<file path="src/hw/radar_pkg.sv">
// shared widths, types, capture modes and constants for the radar digitizer; import with radar_pkg::*
`default_nettype none

package radar_pkg;

   // widths that carry a meaning
   localparam int ADC_W   = 12;                // one baseband ADC sample
   localparam int WORD_W  = 16;                // one output word
   localparam int COUNT_W = 32;                // event counts and burst lengths
   localparam int RATE_W  = 16;                // decimation rate

   typedef logic [ADC_W-1:0]   adc_t;          // raw 12-bit sample
   typedef logic [WORD_W-1:0]  word_t;         // sample zero-extended to 16 bits
   typedef logic [COUNT_W-1:0] count_t;        // counts of triggers, ARPs, ACPs, samples
   typedef logic [RATE_W-1:0]  rate_t;         // clocks per sample

   // capture mode, 0 is pulsed, the rest free-run
   typedef enum logic [2:0]
   {
      mode_video     = 3'd0,                   // video, one burst per trigger, optional negate
      mode_raw_video = 3'd1,                   // raw video, back-to-back bursts
      mode_raw_trig  = 3'd2,                   // raw trigger channel
      mode_raw_arp   = 3'd3,                   // raw heading mark channel
      mode_raw_acp   = 3'd4                    // raw azimuth count channel
   } mode_t;

   // burst sequencer
   typedef enum logic [1:0]
   {
      st_settle,                               // waiting out the enable delay
      st_idle,                                 // ready, waiting for a start condition
      st_burst                                 // taking samples
   } burst_state_t;

   localparam adc_t ADC_FULL_SCALE = 12'd4095; // negated video is full scale minus input

   localparam int ENABLE_DELAY = 16;           // clocks from enable high until capture may start

   // output stage
   localparam int FIFO_DEPTH   = 8;            // words buffered, power of two
   localparam int PTR_W        = $clog2(FIFO_DEPTH);
   localparam int INIT_CREDITS = 4;            // credits granted by the sink after reset
   localparam int CREDIT_W     = 4;            // credit counter width

endpackage

`default_nettype wire
</file>
<file path="src/hw/radar_digitizer.sv">
// top level of the marine radar pulse digitizer; wires detectors, burst control, capture and output stage
`default_nettype none

module radar_digitizer
   import radar_pkg::*;
(
   input  wire         clk64,
   input  wire         rx_dsp_reset,
   // baseband inputs
   input  wire adc_t   vid_in,
   input  wire adc_t   trig_in,
   input  wire adc_t   arp_in,          // heading mark
   input  wire adc_t   acp_in,          // azimuth count pulses
   // configuration, static during a burst
   input  wire         enable,
   input  wire mode_t  mode,
   input  wire         vid_negate,
   input  wire rate_t  decim_rate,
   input  wire count_t n_samples,
   input  wire adc_t   trig_excite,
   input  wire adc_t   trig_relax,
   input  wire adc_t   arp_excite,
   input  wire adc_t   arp_relax,
   input  wire adc_t   acp_excite,
   input  wire adc_t   acp_relax,
   // sink side
   input  wire         credit_return,
   input  wire         clear_status,
   output word_t       out_data,
   output logic        out_valid,
   output logic        overrun,
   // status
   output count_t      n_trigs,
   output count_t      n_arps,
   output count_t      n_acps,
   output count_t      acp_count_at_arp // ACP count latched on each heading mark
);

   logic   trig_strobe;
   logic   arp_strobe;
   logic   sample_tick;
   word_t  cap_data;
   logic   cap_valid;

   // decode, one detector per pulse input
   pulse_detect detect_trig (.clk64, .rx_dsp_reset, .enable, .level(trig_in),
      .excite(trig_excite), .relax(trig_relax), .strobe(trig_strobe), .count(n_trigs));
   pulse_detect detect_arp (.clk64, .rx_dsp_reset, .enable, .level(arp_in),
      .excite(arp_excite), .relax(arp_relax), .strobe(arp_strobe), .count(n_arps));
   // only the ACP count is used here
   pulse_detect detect_acp (.clk64, .rx_dsp_reset, .enable, .level(acp_in),
      .excite(acp_excite), .relax(acp_relax), .strobe(), .count(n_acps));

   // execute, when to sample
   burst_control burst_ctl (.clk64, .rx_dsp_reset, .enable, .mode, .trig_strobe,
      .decim_rate, .n_samples, .active(), .sample_tick);

   // and what to sample
   sample_capture capture (.clk64, .rx_dsp_reset, .sample_tick, .mode, .vid_negate,
      .vid_in, .trig_in, .arp_in, .acp_in, .cap_data, .cap_valid);

   // result, buffering and credits
   sample_out out_stage (.clk64, .rx_dsp_reset, .cap_data, .cap_valid, .credit_return,
      .clear_status, .out_data, .out_valid, .overrun);

   // azimuth at heading, the ACP strobe on the same clock is not yet in n_acps
   always_ff @(posedge clk64)
   begin
      if (rx_dsp_reset)
         acp_count_at_arp <= '0;
      else if (arp_strobe)
         acp_count_at_arp <= n_acps;
   end

endmodule

`default_nettype wire

</file>
<file path="src/hw/sample_out.sv">
// output stage: small word FIFO drained under credit-based flow control, with sticky overrun on drops
`default_nettype none

module sample_out
   import radar_pkg::*;
(
   input  wire        clk64,
   input  wire        rx_dsp_reset,
   input  wire word_t cap_data,
   input  wire        cap_valid,
   input  wire        credit_return,    // sink consumed one word
   input  wire        clear_status,     // clears overrun
   output word_t      out_data,
   output logic       out_valid,        // one clock per delivered word
   output logic       overrun           // sticky, a word was dropped
);

   word_t                mem [FIFO_DEPTH];
   logic [PTR_W-1:0]     wr_ptr;
   logic [PTR_W-1:0]     rd_ptr;
   logic [PTR_W:0]       fill;          // words held, 0 to FIFO_DEPTH
   logic [CREDIT_W-1:0]  credits;       // words the sink can still accept
   logic                 full;
   logic                 push;
   logic                 pop;

   assign full = fill[PTR_W];           // depth is a power of two so msb set means full
   assign push = cap_valid && !full;    // a word arriving while full is lost
   assign pop  = (fill != '0) && (credits != '0);

   // storage and output data
   always_ff @(posedge clk64)
   begin
      if (push)
         mem[wr_ptr] <= cap_data;
      if (pop)
         out_data <= mem[rd_ptr];
   end

   always_ff @(posedge clk64)
   begin
      if (rx_dsp_reset)
      begin
         wr_ptr    <= '0;
         rd_ptr    <= '0;
         fill      <= '0;
         credits   <= CREDIT_W'(INIT_CREDITS);
         out_valid <= 1'b0;
         overrun   <= 1'b0;
      end
      else
      begin
         out_valid <= pop;
         if (push)
            wr_ptr <= wr_ptr + 1'b1;    // pointers wrap at the depth
         if (pop)
            rd_ptr <= rd_ptr + 1'b1;
         case ({push, pop})
            2'b10:   fill <= fill + 1'b1;
            2'b01:   fill <= fill - 1'b1;
            default: fill <= fill;      // both or neither
         endcase
         // one credit out per word, one back per return pulse
         case ({pop, credit_return})
            2'b10:   credits <= credits - 1'b1;
            2'b01:   credits <= credits + 1'b1;
            default: credits <= credits;
         endcase
         if (clear_status)
            overrun <= 1'b0;
         if (cap_valid && full)
            overrun <= 1'b1;            // a drop on the clear clock still sets it
      end
   end

endmodule

`default_nettype wire

</file>
<file path="src/hw/sample_capture.sv">
// picks the channel for the capture mode, optionally negates video and registers one word per decimation tick
`default_nettype none

module sample_capture
   import radar_pkg::*;
(
   input  wire        clk64,
   input  wire        rx_dsp_reset,
   input  wire        sample_tick,      // from burst_control
   input  wire mode_t mode,
   input  wire        vid_negate,       // only honoured in pulsed video mode
   input  wire adc_t  vid_in,
   input  wire adc_t  trig_in,
   input  wire adc_t  arp_in,
   input  wire adc_t  acp_in,
   output word_t      cap_data,         // captured word, valid with cap_valid
   output logic       cap_valid         // one clock after each tick
);

   adc_t sel;                           // channel chosen for this mode

   // channel mux
   always_comb
   begin
      case (mode)
         mode_video:
         begin
            // some receivers give inverted video
            if (vid_negate)
               sel = ADC_FULL_SCALE - vid_in;
            else
               sel = vid_in;
         end
         mode_raw_video:
            sel = vid_in;
         mode_raw_trig:
            sel = trig_in;
         mode_raw_arp:
            sel = arp_in;
         mode_raw_acp:
            sel = acp_in;
         default:
            sel = '0;                   // unused mode codes give zeros
      endcase
   end

   // word register, loads only on a tick
   always_ff @(posedge clk64)
   begin
      if (sample_tick)
         cap_data <= {{(WORD_W - ADC_W){1'b0}}, sel};   // zero-extend to 16 bits
   end

   // valid flag trails the tick by one clock
   always_ff @(posedge clk64)
   begin
      if (rx_dsp_reset)
         cap_valid <= 1'b0;
      else
         cap_valid <= sample_tick;
   end

endmodule

`default_nettype wire

</file>
<file path="src/hw/burst_control.sv">
// burst sequencer: enable settling delay, pulsed or free-running burst start, sample countdown and decimation tick
`default_nettype none

module burst_control
   import radar_pkg::*;
(
   input  wire         clk64,
   input  wire         rx_dsp_reset,
   input  wire         enable,
   input  wire mode_t  mode,
   input  wire         trig_strobe,       // from the trigger detector
   input  wire rate_t  decim_rate,        // clocks between samples
   input  wire count_t n_samples,         // samples per burst
   output logic        active,            // burst in progress
   output logic        sample_tick        // take one sample this clock
);

   burst_state_t state;
   count_t       settle_cnt;              // clocks since enable rose
   count_t       remaining;               // samples still to take in this burst
   rate_t        decim_cnt;               // clocks until the next tick
   logic         start;                   // first clock of a burst
   logic         pulsed;                  // burst per trigger rather than free-running

   assign pulsed = (mode == mode_video);
   assign active = (state == st_burst);

   // first tick on the start clock, then each time the down-counter runs out
   assign sample_tick = start | (active && (decim_cnt == '0));

   always_ff @(posedge clk64)
   begin
      if (rx_dsp_reset)
      begin
         state      <= st_settle;
         settle_cnt <= '0;
         remaining  <= '0;
         decim_cnt  <= '0;
         start      <= 1'b0;
      end
      else if (!enable)
      begin
         state      <= st_settle;         // back to settling at once, any burst is abandoned
         settle_cnt <= '0;
         start      <= 1'b0;
      end
      else
      begin
         start <= 1'b0;
         case (state)
            st_settle:
            begin
               if (settle_cnt == count_t'(ENABLE_DELAY - 1))
                  state <= st_idle;
               else
                  settle_cnt <= settle_cnt + count_t'(1);
            end
            st_idle:
            begin
               // pulsed mode waits for a trigger, raw modes go straight away
               if ((!pulsed || trig_strobe) && (n_samples != '0))
               begin
                  state     <= st_burst;
                  start     <= 1'b1;
                  remaining <= n_samples;
               end
            end
            st_burst:
            begin
               // trig_strobe is ignored in here
               if (sample_tick)
               begin
                  // rate of 0 or 1 means a tick every clock
                  decim_cnt <= (decim_rate > rate_t'(1)) ? decim_rate - rate_t'(1) : '0;
                  if (remaining <= count_t'(1))
                     state <= st_idle;   // last sample taken
                  else
                     remaining <= remaining - count_t'(1);
               end
               else if (decim_cnt != '0)
               begin
                  decim_cnt <= decim_cnt - rate_t'(1);
               end
            end
            default:
            begin
               state <= st_settle;
            end
         endcase
      end
   end

endmodule

`default_nettype wire

</file>
<file path="src/hw/pulse_detect.sv">
// threshold-with-hysteresis edge detector giving a one-clock strobe and a running count per crossing
`default_nettype none

module pulse_detect
   import radar_pkg::*;
(
   input  wire        clk64,
   input  wire        rx_dsp_reset,
   input  wire        enable,            // strobe and count only while high
   input  wire adc_t  level,             // analog level from the ADC
   input  wire adc_t  excite,            // rising threshold, fires the detector
   input  wire adc_t  relax,             // falling threshold, re-arms the detector
   output logic       strobe,            // one clock per arming crossing
   output count_t     count              // crossings seen since reset
);

   // armed waits for excite, fired waits for relax
   typedef enum logic
   {
      st_armed,
      st_fired
   } det_state_t;

   det_state_t state;
   adc_t       level_q;                  // registered input level

   // first stage, just the input register
   always_ff @(posedge clk64)
   begin
      level_q <= level;
   end

   // second stage, compare and hysteresis
   // the strobe lands 2 clocks after the level first crosses excite
   always_ff @(posedge clk64)
   begin
      if (rx_dsp_reset)
      begin
         state  <= st_armed;
         strobe <= 1'b0;
         count  <= '0;
      end
      else
      begin
         strobe <= 1'b0;                 // default, pulse lasts one clock
         case (state)
            st_armed:
            begin
               if (level_q >= excite)
               begin
                  state <= st_fired;     // fire even if disabled so a held level is not counted later
                  if (enable)
                  begin
                     strobe <= 1'b1;
                     count  <= count + count_t'(1);
                  end
               end
            end
            st_fired:
            begin
               // wiggles between relax and excite keep us here
               if (level_q < relax)
                  state <= st_armed;
            end
            default:
            begin
               state <= st_armed;
            end
         endcase
      end
   end

endmodule

`default_nettype wire

</file>
<file path="config.mk">
export PLATFORM = sky130hd
export DESIGN_NAME = radar_digitizer
export DESIGN_NICKNAME = d
export VERILOG_FILES = /design/src/hw/radar_pkg.sv /design/src/hw/radar_digitizer.sv /design/src/hw/sample_out.sv /design/src/hw/sample_capture.sv /design/src/hw/burst_control.sv /design/src/hw/pulse_detect.sv
export SDC_FILE = /design/constraint.sdc
export NUM_CORES = 1
export LEC_CHECK = 0
export BUFFER_PORTS_ARGS = -buffer_cell sky130_fd_sc_hd__buf_2
export CAP_MARGIN = 40
export CORE_MARGIN = 2
export CORE_UTILIZATION = 57
export CTS_CLUSTER_DIAMETER = 40
export CTS_CLUSTER_SIZE = 8
export DETAILED_ROUTE_END_ITERATION = 12
export GPL_TIMING_DRIVEN = 0
export PLACE_DENSITY = 0.8
export REMOVE_ABC_BUFFERS = 1
export SYNTH_ARGS = -nofsm -noshare
export SYNTH_HDL_FRONTEND = slang
export SYNTH_SLANG_ARGS = --single-unit
</file>
<file path="constraint.sdc">
create_clock -name clk64 -period 3.5 [get_ports clk64]
set_input_delay 0.175 -clock clk64 [delete_from_list [all_inputs] [get_ports clk64]]
set_output_delay 0.175 -clock clk64 [all_outputs]
set_load 0.005 [all_outputs]
</file>
### After elaboration in Yosys (flattened, before gate mapping)

Memories as Yosys holds them, arrays and structs flattened. A register that Yosys moved wholly into a read port is not among the register bits.
Cells that the tools add are included.

* bitwise operators: 9
* equality and inequality tests: 16
* mux-type cells: 31
* magnitude comparators: 8
* reductions and logical operators: 31
* add/subtract/negate cells: 14

Operators by type and width (number)
* adder 32 x 1 -> 32 bit, second input constant: 4
* two-way mux 32 bit: 3
* one-hot mux 32 bit (2 select lines): 1
* one-hot mux 12 bit (5 select lines): 1
* two-way mux 16 bit: 3
* greater-or-equal comparator 12 bit: 3
* less-than comparator 12 bit: 3
* equality test 32 x 4 -> 1 bit, second input constant: 1
* <= comparator 32 x 1 -> 1 bit, second input constant: 1
* nonzero test 32 bit: 1
* subtractor 16 x 1 -> 16 bit, second input constant: 2
* subtractor 32 x 1 -> 32 bit, second input constant: 1
* > comparator 16 x 1 -> 1 bit, second input constant: 1
* zero test 16 bit: 1
* one-hot mux 4 bit (2 select lines): 2
* nonzero test 16 bit: 1
* two-way mux 1 bit: 12
* two-way mux 12 bit: 1
* AND reduction 3 bit: 4
* subtractor 12 bit, first input constant: 1
* nonzero test 2 bit: 5
* OR reduction 3 bit: 3
* adder 4 x 1 -> 4 bit, second input constant: 2
* two-way mux 2 bit: 4
* 23 further kinds: 48

* memories kept: 1
* input bits: 177
* register bits: 297
* memory bits (writable): 96
* output and inout port bits: 146

Memories
* out_stage.mem: depth 8, width 12, rd ports 1, clocked after Yosys merged registers in 1, write ports 1, line sample_out.sv:18 `word_t mem [FIFO_DEPTH];`

### Longest topological paths before layout

Gate-level depths: netlist of the first run.

* depth after elaboration: 6
* depth in mapped cells: 11
* gate-level depth less buffers: 11

### Modules after synthesis

From an unflattened synthesis of the first run, not the netlist that was laid out.

* cells, all modules: 2053
* area total of the unflattened synthesis: 21476.8 sq um

Modules (own cells, without submodules)
* pulse_detect: cells an instance 280, sequential area each 920.9 sq um, area an instance 2580.0 sq um, instances 3
* sample_out: cells an instance 304, sequential area each 4644.5 sq um, area an instance 6292.3 sq um, instances 1
* burst_control: cells an instance 698, sequential area each 1661.6 sq um, area an instance 5213.8 sq um, instances 1
* radar_digitizer: cells an instance 103, sequential area each 640.6 sq um, area an instance 1163.6 sq um, instances 1
* sample_capture: cells an instance 108, sequential area each 380.4 sq um, area an instance 1067.3 sq um, instances 1

### Worst setup path before layout of the first run

Ideal clock, no wire load.

* kind: register -> register
* from: reg out_stage.credits[0]
* to: reg out_stage.credits[3]
* stages on the path, launching flop included: 12
* path slack: 0.696 ns
* clock period less this slack: 2.804 ns
* arrival: 2.733 ns
* path buffers: 0
* cells stage by stage: dfxtp_1 > nor4_1 > nor2_1 > inv_1 > ha_1 > inv_1 > ha_1 > a21o_1 > a21oi_1 > xnor2_1 > or3_1 > a21oi_1

* word-level cells in the longest chain between the ends: 4
* elaborated cells between the ends (all ways): 8
* those cells by class: add/sub (2); eq/ne (2); mux (1); reduce/logical (3)

RTL lines
* start: declaration: line sample_out.sv:22 `logic [CREDIT_W-1:0] credits;`
* start signal: assignment: line sample_out.sv:47 `credits <= CREDIT_W'(INIT_CREDITS);`
* start signal: assignment: line sample_out.sv:65 `2'b10: credits <= credits - 1'b1;`
* start signal: assignment: line sample_out.sv:66 `2'b01: credits <= credits + 1'b1;`
* nonzero test 4 bit (*): line sample_out.sv:29 `assign pop = (fill != '0) && (credits != '0);`
* logical AND 1 bit (*): line sample_out.sv:29
* net out_stage.pop: line sample_out.sv:25 `logic pop;`
* equality test 2 x 1 -> 1 bit / equality test 2 bit (equally long branches): line sample_out.sv:64 `case ({pop, credit_return})`
* one-hot mux 4 bit (2 select lines) / nonzero test 2 bit (equally long branches)

The timed path passes the listed nets; every way through them passes the cells marked *.
A chain may end at the register's enable or synchronous reset.

### Final worst setup path of the first run

* from: reg burst_ctl.remaining[24]
* to: reg burst_ctl.remaining[15]

* word-level cells in the longest chain between the ends: 3

RTL lines
* start: declaration: line burst_control.sv:20 `count_t remaining;`
* start signal: assignment: line burst_control.sv:65 `remaining <= n_samples;`
* start signal: assignment: line burst_control.sv:78 `remaining <= remaining - count_t'(1);`
* <= comparator 32 x 1 -> 1 bit: line burst_control.sv:75 `if (remaining <= count_t'(1))`
* inequality test 2 bit (no source line)
* AND reduction 5 bit (no source line)

Every way passes these cells.

==> impl_metrics.ini, run 1 <==
[status]
status = complete, no violations

[synthesis]
synth_edf_count = 120
syn_area_per_cell_sq_um = 9.80
synthFlopType = dfxtp_1
netlist_area_sq_um = 18900
synth_seq_cells = 389
ys_types = 72
yosysSeqAreaShare_pct = 47.7
synth_top_area_share_pct = 28.6
async_reset_ff_share_pct = 0
synth_top_cell_by_area = dfxtp_1
yosys-top-cells-area = dfxtp_1 (29%), edfxtp_1 (19%), ha_1 (5.8%)
postSynthCellCount = 1924
yosys_warnings = 0

[global_routing]
grt_overflow = 0
grt_use_total_pct = 29.7
antenna_found_initial = 9
grt_pass1_vias = 15900
grt_first_pass_wirelength_mm = 81.8
grt_max_degree = 125

[worst_setup_path]
end_kind = flip-flop
reg2reg_from = burst_ctl.remaining[24]
cp_max_fo = 16
crit_type = reg2reg
arrival_ns = 3.46
r2r_cells = 7
rrSetupSlack_ns = 0.49
cp-start-kind = flip-flop
required_ns = 3.95
reg2reg_to = burst_ctl.remaining[15]

[die]
num_rows = 66
die-width_microns = 186
fp.dieH_microns = 186
ios = 323
initial_core_util_pct = 57.9
core_area_sq_um = 32500
dieArea_sq_um = 34500

[clocking]
clkTransAtPathRegs_ns = 0.05
clk_latency_ns = 0.59
cts_setup_buffers = 0
root_buffer = clkbuf_16
htreeDepth = 2
cts.sinks = 389
cts_made_buffers = 60
clock_path_buffers = 3
cts_tree = yes

[detailed_routing]
firstDrtPassIters = 5
wl_mm = 52.1
drt_iter0_drc = 1331
wl_per_cell_microns = 18.7
drc_errors = 0
num_vias = 16400
via_per_inst = 5.88
ant_nets = 0

[final_layout]
drive_above_1_share_pct = 21.9
postLayoutCellArea_sq_um = 23600
area_growth_pct = 25.1
final_net_count = 2572

[timing]
rsz0062_at_grt = no
tns_ns = 0
post-route-period-util_pct = 86.0
post-route-min-period_ns = 3.01
maxSlewViolCount = 0
fmax_ghz = 0.332
worstMarginPinSlew_ns = 0.887
relSlewSlack_pct = 40.7
clock_skew_ns = 0.0209
setup_violations = 0
hold_violations = 0

[power_and_ir_drop]
powerDensity_nw_per_um2 = 511
finalPower_mw = 12.1
p_leak_nw = 9.50
vdd_drop_max_uv = 444

[run]
drv_cap = 0

[placed_design]
place.gp.congestion = 0.917
place_area_sq_um = 21100
port_buffers = 318
dp_hpwl_mm = 34.6

[hold_path]
hold_path_class = in2reg
hold_depth = 3
min_from = vid_in[5]
min_to = capture.cap_data[5]
report_power, final:
part	switching [mW]	leakage (nW)	internal, mW
sequential	0.169	3.27	4.84
combinational	0.825	5.37	0.854
clock	2.04	0.855	3.32
total	3.03	9.50	9.02
how the worst max path moves through the flow:
stage / cells past startpoint / endpoint / from
floorplan: 6 / burst_ctl.remaining[0] / burst_ctl.state[1]
global placement: 6 / burst_ctl.remaining[26] / burst_ctl.state[1]
detailed placement: 8 / burst_ctl.decim_cnt[4] / burst_ctl.state[1]
CTS: 8 / burst_ctl.decim_cnt[14] / burst_ctl.state[1]
global route: 7 / burst_ctl.remaining[15] / burst_ctl.remaining[24]
finish: 7 / burst_ctl.remaining[15] / burst_ctl.remaining[24]
layout make-up:
| type | instances | area [sq um] |
|---|---|---|
| Inverter | 106 | 398 |
| Fill cell | 2278 | 8950 |
| Multi-Input combinational cell | 1336 | 9160 |
| Sequential cell | 389 | 8990 |
| Antenna cell | 5 | 12.5 |
| Clock inverter | 11 | 124 |
| Timing Repair Buffer | 413 | 2690 |
| Tap cell | 442 | 553 |
| Clock buffer | 87 | 1660 |
state kept, by name, indices dropped and copies added, names as in the netlist, 16 cells and up:
| name | cells |
|---|---|
| burst_ctl.settle_cnt | 32 |
| burst_ctl.remaining | 32 |
| out_stage.mem | 96 |
| detect_trig.count | 32 |
| acp_count_at_arp | 32 |
| detect_acp.count | 32 |
| burst_ctl.decim_cnt | 16 |
| detect_arp.count | 32 |
worst max-delay path: stages, from the launching register on:
cell     delay, ns
dfxtp_1       0.35
nor4_1        0.75
nand3_1       0.20
nor4_2        0.51
o32a_1        0.68
nor2_1        0.14
a21oi_1       0.18
nor2_1        0.06
layout by cell type (no fill, tap or decap), types with 41 or more instances in the layout:
cell,synthesis,routed
nor4_1,55,53
o21ai_0,76,76
xor2_1,41,41
a21oi_1,82,81
nor2_1,265,264
nand2_1,112,112
xnor2_1,96,96
buf_2,6,319
nand3_1,55,55
ha_1,87,87
nor3_1,62,59
dlygate4sd3_1,0,64
inv_1,106,106
clkbuf_16,0,60
nand4_1,45,45
edfxtp_1,120,120
dfxtp_1,269,267
synth_stat cells, types with 6 or more instances:
library cell	number
nor2b_1	11
nand4_1	45
a21oi_1	82
nor4_2	6
and4_1	12
nor3_1	62
edfxtp_1	120
a221o_1	12
and3_1	18
a22oi_1	19
mux4_2	24
xor2_1	41
ha_1	87
nand3_1	55
inv_1	106
clkbuf_1	72
nor2_1	265
nor3b_1	13
a211oi_1	22
o21ai_0	76
dfxtp_1	269
buf_2	6
or3_1	23
nor4_1	55
nor4b_1	9
mux2i_1	37
mux2_2	25
a21o_1	23
o31ai_1	10
or4_1	7
nand2b_1	12
nand2_1	112
xnor2_1	96
buf_1	12
metal layers:
layer | share of wire, % | vias up | GRT usage (%)
li1 | - | 7677 | -
met1 | 40 | 7887 | 36.6
met2 | 50 | 691 | 50.8
met3 | 6.9 | 145 | 6.26
met4 | 3.2 | 6 | 12.2
met5 | 0.077 | - | 0
what timing repair did:
item / in CTS / in global routing
gates resized for setup: 0 / 1
hold buffers: 64 / 0
hold endpoints to repair: 75 / 0
endpoints found under the setup margin: 0 / 3
logic make-up (layout without fill, tap and decap cells):
logic type | after synthesis | count (layout) | synth area share [%]
simple gates | 729 | 729 | 19.6
xor+xnor | 137 | 137 | 6.37
mux | 86 | 86 | 6.33
buf+inv | 202 | 617 | 4.22
other cells | 1 | 9 | 0.0199
flops | 389 | 389 | 47.7
fa+ha+maj | 89 | 89 | 5.99
compound gates | 291 | 291 | 9.84
stage by stage:
stage | utilization (%) | hold slack (ns) | worst slack, ns | instances
floorplan | - | 0.203 | -1.95 | 1831
finish | 72.5 | 0.0367 | 0.490 | 2789
global route | 72.5 | 0.0425 | 0.222 | 2789
CTS | 72.4 | 0.000824 | 0.354 | 2782
detailed placement | 65.0 | 0.293 | 0.372 | 2620
global placement | 63.3 | 0.290 | -4.36 | 2591
Power figures use the tool's default switching activity.
==> run 2, diff against run 1 <==
- CORE_UTILIZATION: 57 -> 58
- SYNTH_HIERARCHICAL: default -> 1
==> impl_metrics.ini, run 2 <==
[timing]
setup_violations = 0
layout_setup_ws_ns = 0.0543
clock_skew_ns = 0.0219
worstMarginPinSlew_ns = 0.952
post-route-period-util_pct = 98.4
post-route-min-period_ns = 3.45
hold_violations = 2
hold_ws_ns = -0.00636
maxSlewViolCount = 0
relSlewSlack_pct = 34.9
fmax_ghz = 0.290

[worst_setup_path]
end_kind = flip-flop
crit_buf_inv = 3
critical_path.top_delay_family = compound AO/OA/AOI/OAI gates
critPathMaxStageDelay_ns = 0.58
r2r_cells = 9
crit_type = reg2reg
rrSetupSlack_ns = 0.05
cp_slowest_cell = a31oi_2
required_ns = 4.00
arrival_ns = 3.94
reg2reg_from = burst_ctl/state[0]
cp_max_fo = 31
reg2reg_to = burst_ctl/decim_cnt[2]
cp-start-kind = flip-flop
crit_chain = nand2b_4 > clkinvlp_4 > and4_1 > a31oi_2 > clkinvlp_4 > buf_16 > a21oi_1 > a21oi_1 > a221oi_1

[global_routing]
grt_use_total_pct = 32.0
grt_max_degree = 129
grt_overflow = 0
grt_pass1_vias = 18300
antenna_found_initial = 28
use_met2_pct = 54.9
met3_usage_pct = 7.37
grt_first_pass_wirelength_mm = 97.5
met1_usage_pct = 38.2
busiest_layer = met2

[final_layout]
largest_register = out_stage/mem
largest_reg_flops = 128
drive_above_1_share_pct = 23.2
final_net_count = 2702
layout_commonest_cell = buf_2
fin_cells = 2976
final_cell_mix = buf_2 (323), dfxtp_1 (267), nor2_1 (217)
postLayoutCellArea_sq_um = 26600
area_growth_pct = 24.2

[die]
die-width_microns = 196
dieArea_sq_um = 38500
ios = 323
core_area_sq_um = 36500
initial_core_util_pct = 58.7
num_rows = 70
fp.dieH_microns = 196

[status]
violations = hold timing
status = complete, but fails checks

[placed_design]
place.gp.congestion = 0.891
post-place-ws_ns = -0.183
port_buffers = 322
placed_cells = 2764
place_area_sq_um = 23700
dp_hpwl_mm = 41.8

[synthesis]
syn_area_per_cell_sq_um = 10.5
netlist_area_sq_um = 21500
yosys_warnings = 6
postSynthCellCount = 2051

[detailed_routing]
drt_iter0_drc = 1656
via_per_inst = 6.13
ant_nets = 0
wl_per_cell_microns = 20.8
firstDrtPassIters = 6
wl_mm = 62.0
drc_errors = 0
num_vias = 18200

[clocking]
clock_path_buffers = 3
clkTransAtPathRegs_ns = 0.05
htreeDepth = 3
cts.sinks = 425
cts_tree = yes
cts_made_buffers = 70
root_buffer = clkbuf_16
clk_latency_ns = 0.60

[hold_path]
min_to = detect_trig/count[17]
min_from = rx_dsp_reset
hold_path_class = in2reg
hold_depth = 2

[power_and_ir_drop]
vdd_drop_max_uv = 531
powerDensity_nw_per_um2 = 528
p_leak_nw = 10.3
finalPower_mw = 14.1

[run]
drv_cap = 0
==> run 2: area by class of cell <==
cell class / count / area [sq um]
Inverter: 127 / 484
Antenna cell: 24 / 60.1
Sequential cell: 425 / 10100
Timing Repair inverter: 1 / 5.00
Timing Repair Buffer: 423 / 2810
Fill cell: 2413 / 9880
Clock inverter: 17 / 328
Multi-Input combinational cell: 1389 / 10400
Tap cell: 468 / 586
Clock buffer: 102 / 1910
==> run 2: metrics by stage <==
stage / utilization (%) / setup TNS [ns]
2_1_floorplan: - / -97.39
3_3_place_gp: 63.0 / -372.85
3_5_place_dp: 64.8 / -2.99
4_1_cts: 72.6 / 0
5_1_grt: 72.9 / -0.380
6_report: 73.0 / 0
==> run 2: worst max-delay path by stage <==
stage | start | end | cells after the start
finish | burst_ctl/state[0] | burst_ctl/decim_cnt[2] | 9
global route | burst_ctl/state[0] | burst_ctl/decim_cnt[2] | 9
CTS | burst_ctl/state[1] | burst_ctl/remaining[27] | 8
detailed placement | burst_ctl/state[0] | burst_ctl/decim_cnt[2] | 9
global placement | burst_ctl/state[0] | burst_ctl/decim_cnt[12] | 8
floorplan | burst_ctl/state[0] | burst_ctl/decim_cnt[2] | 8
==> run 2: power by group <==
part / switching, mW / internal (mW) / leakage [nW]
combinational: 0.973 / 0.933 / 5.66
sequential: 0.169 / 5.37 / 3.60
clock: 2.44 / 4.18 / 1.07
==> run 2: metal layers <==
metal / share of wire [%] / up-vias
met5: 0.14 / -
met1: 38 / 8738
met4: 4.3 / 14
met2: 49 / 911
li1: - / 8354
met3: 8.2 / 220
==> run 2: timing repair <==
| action | 4_1_cts | 5_1_grt |
|---|---|---|
| hold endpoints to repair | 68 | 0 |
| pin swaps | 0 | 1 |
| setup endpoints to repair | 36 | 51 |
| resized for setup | 1 | 5 |
| cloned | 0 | 1 |
| buffers inserted | 0 | 4 |
| hold buffers | 63 | 0 |
==> run 3, diff against run 2 <==
- CELL_PAD_IN_SITES_DETAIL_PLACEMENT: default -> 0
- CELL_PAD_IN_SITES_GLOBAL_PLACEMENT: default -> 2
- CORE_UTILIZATION: 58 -> 35
- PLACE_DENSITY: 0.8 -> 0.78
- SKIP_CTS_REPAIR_TIMING: default -> 1
- SYNTH_HIERARCHICAL: 1 -> default
==> impl_metrics.ini, run 3 (synthesis results as in run 1) <==
[status]
status = complete, but fails checks
violations = hold timing

[worst_setup_path]
cp_max_fo = 16
end_kind = flip-flop
rrSetupSlack_ns = 0.44
cp-start-kind = flip-flop
arrival_ns = 3.56
crit_type = reg2reg
required_ns = 4.00

[timing]
rsz0062_at_grt = no
post-route-period-util_pct = 87.4
fmax_ghz = 0.327
setup_violations = 0
post-route-min-period_ns = 3.06
worstMarginPinSlew_ns = 0.888
hold_ws_ns = -0.0338
hold_violations = 7
clock_skew_ns = 0.0226
relSlewSlack_pct = 40.6
maxSlewViolCount = 0

[die]
core_area_sq_um = 53500
fp.dieH_microns = 236
die-width_microns = 236
dieArea_sq_um = 55700
initial_core_util_pct = 35.2
ios = 323
num_rows = 85

[clocking]
cts_tree = yes
cts_made_buffers = 76
clk_latency_ns = 0.59
cts.sinks = 389
clock_path_buffers = 3
root_buffer = clkbuf_16
clkTransAtPathRegs_ns = 0.04
htreeDepth = 3

[final_layout]
final_cell_mix = buf_2 (319), dfxtp_1 (267), nor2_1 (263)
postLayoutCellArea_sq_um = 24300
largest_register = out_stage.mem
layout_commonest_cell = buf_2
drive_above_1_share_pct = 23.1
fin_cells = 3056
final_net_count = 2567
area_growth_pct = 29.1
largest_reg_flops = 96
fill_cells = 5141
final_util_pct = 45.5

[global_routing]
grt_use_total_pct = 19.0
grt_pass1_vias = 15400
grt_overflow = 0
grt_first_pass_wirelength_mm = 84.5
grt_max_degree = 104
antenna_found_initial = 13

[detailed_routing]
num_vias = 15600
ant_nets = 0
wl_per_cell_microns = 17.5
via_per_inst = 5.11
drc_errors = 0
drt_iter0_drc = 836
wl_mm = 53.5
firstDrtPassIters = 5

[power_and_ir_drop]
powerDensity_nw_per_um2 = 554
p_leak_nw = 9.73
vdd_drop_max_uv = 309
finalPower_mw = 13.5

[hold_path]
hold_path_class = in2reg

[placed_design]
placed_cells = 2877
port_buffers = 318
dp_hpwl_mm = 38.6
place_area_sq_um = 21500
place.gp.congestion = 0.817

[run]
drv_cap = 0
-- run 3: cell count changes in the layout (fill, tap and decap cells not counted), moves of 21 or more --
cell	delta
nand2_1	+25
nor2_1	+46
edfxtp_1	-36
diode_2	-21
dlygate4sd3_1	-21
a21oi_1	-28
mux4_1	-26
-- run 3: worst paths after layout --
check / end / cells past startpoint / start
worst max-delay path: burst_ctl.remaining[8] / 6 / burst_ctl.remaining[24]
worst max register to register: burst_ctl.remaining[8] / 6 / burst_ctl.remaining[24]
worst min-delay path: burst_ctl.decim_cnt[0] / 4 / decim_rate[0]
worst min register to register: burst_ctl.decim_cnt[13] / 2 / burst_ctl.decim_cnt[13]
-- run 3: where the power goes --
group	internal, mW	leakage (nW)	switching [mW]
Combinational	0.833	5.29	0.807
Sequential	4.85	3.27	0.137
Clock	4.56	1.17	2.29
Total	10.2	9.73	3.24
-- run 3: area by class of cell --
| type | instances | area [sq um] | share of cell area, % |
|---|---|---|---|
| well taps | 696 | 871 | 3.58 |
| repair buffers | 392 | 2480 | 10.2 |
| flip-flops and latches | 389 | 8990 | 36.9 |
| inverters | 106 | 398 | 1.63 |
| clock buffers | 114 | 2180 | 8.94 |
| clock inverters | 20 | 251 | 1.03 |
| diodes | 3 | 7.51 | 0.0308 |
| multi-input cells | 1336 | 9170 | 37.7 |
-- run 3: through the flow --
step,setup slack [ns],TNS [ns]
2_1_floorplan,-1.95,-51.22
3_3_place_gp,-5.36,-259.59
5_1_grt,0.194,0
4_1_cts,0.399,0
6_report,0.441,0
3_5_place_dp,0.411,0
-- run 3: worst max-delay path: stages (launching register included) --
cell and delay, ns:
dfxtp_1 0.35, nor4_1 0.76, nand3_1 0.23, nor4_2 0.50
o32a_1 0.75, o21ai_0 0.21, a21oi_1 0.18
-- run 3: metal layers --
layer  vias to the layer above  GRT usage [%]  wire, microns
met3                       102           4.47           3090
met5                         -              0             94
met4                        14           7.24           1330
met1                      7451           24.5          24100
li1                       7694              -              -
met2                       362           30.8          24900
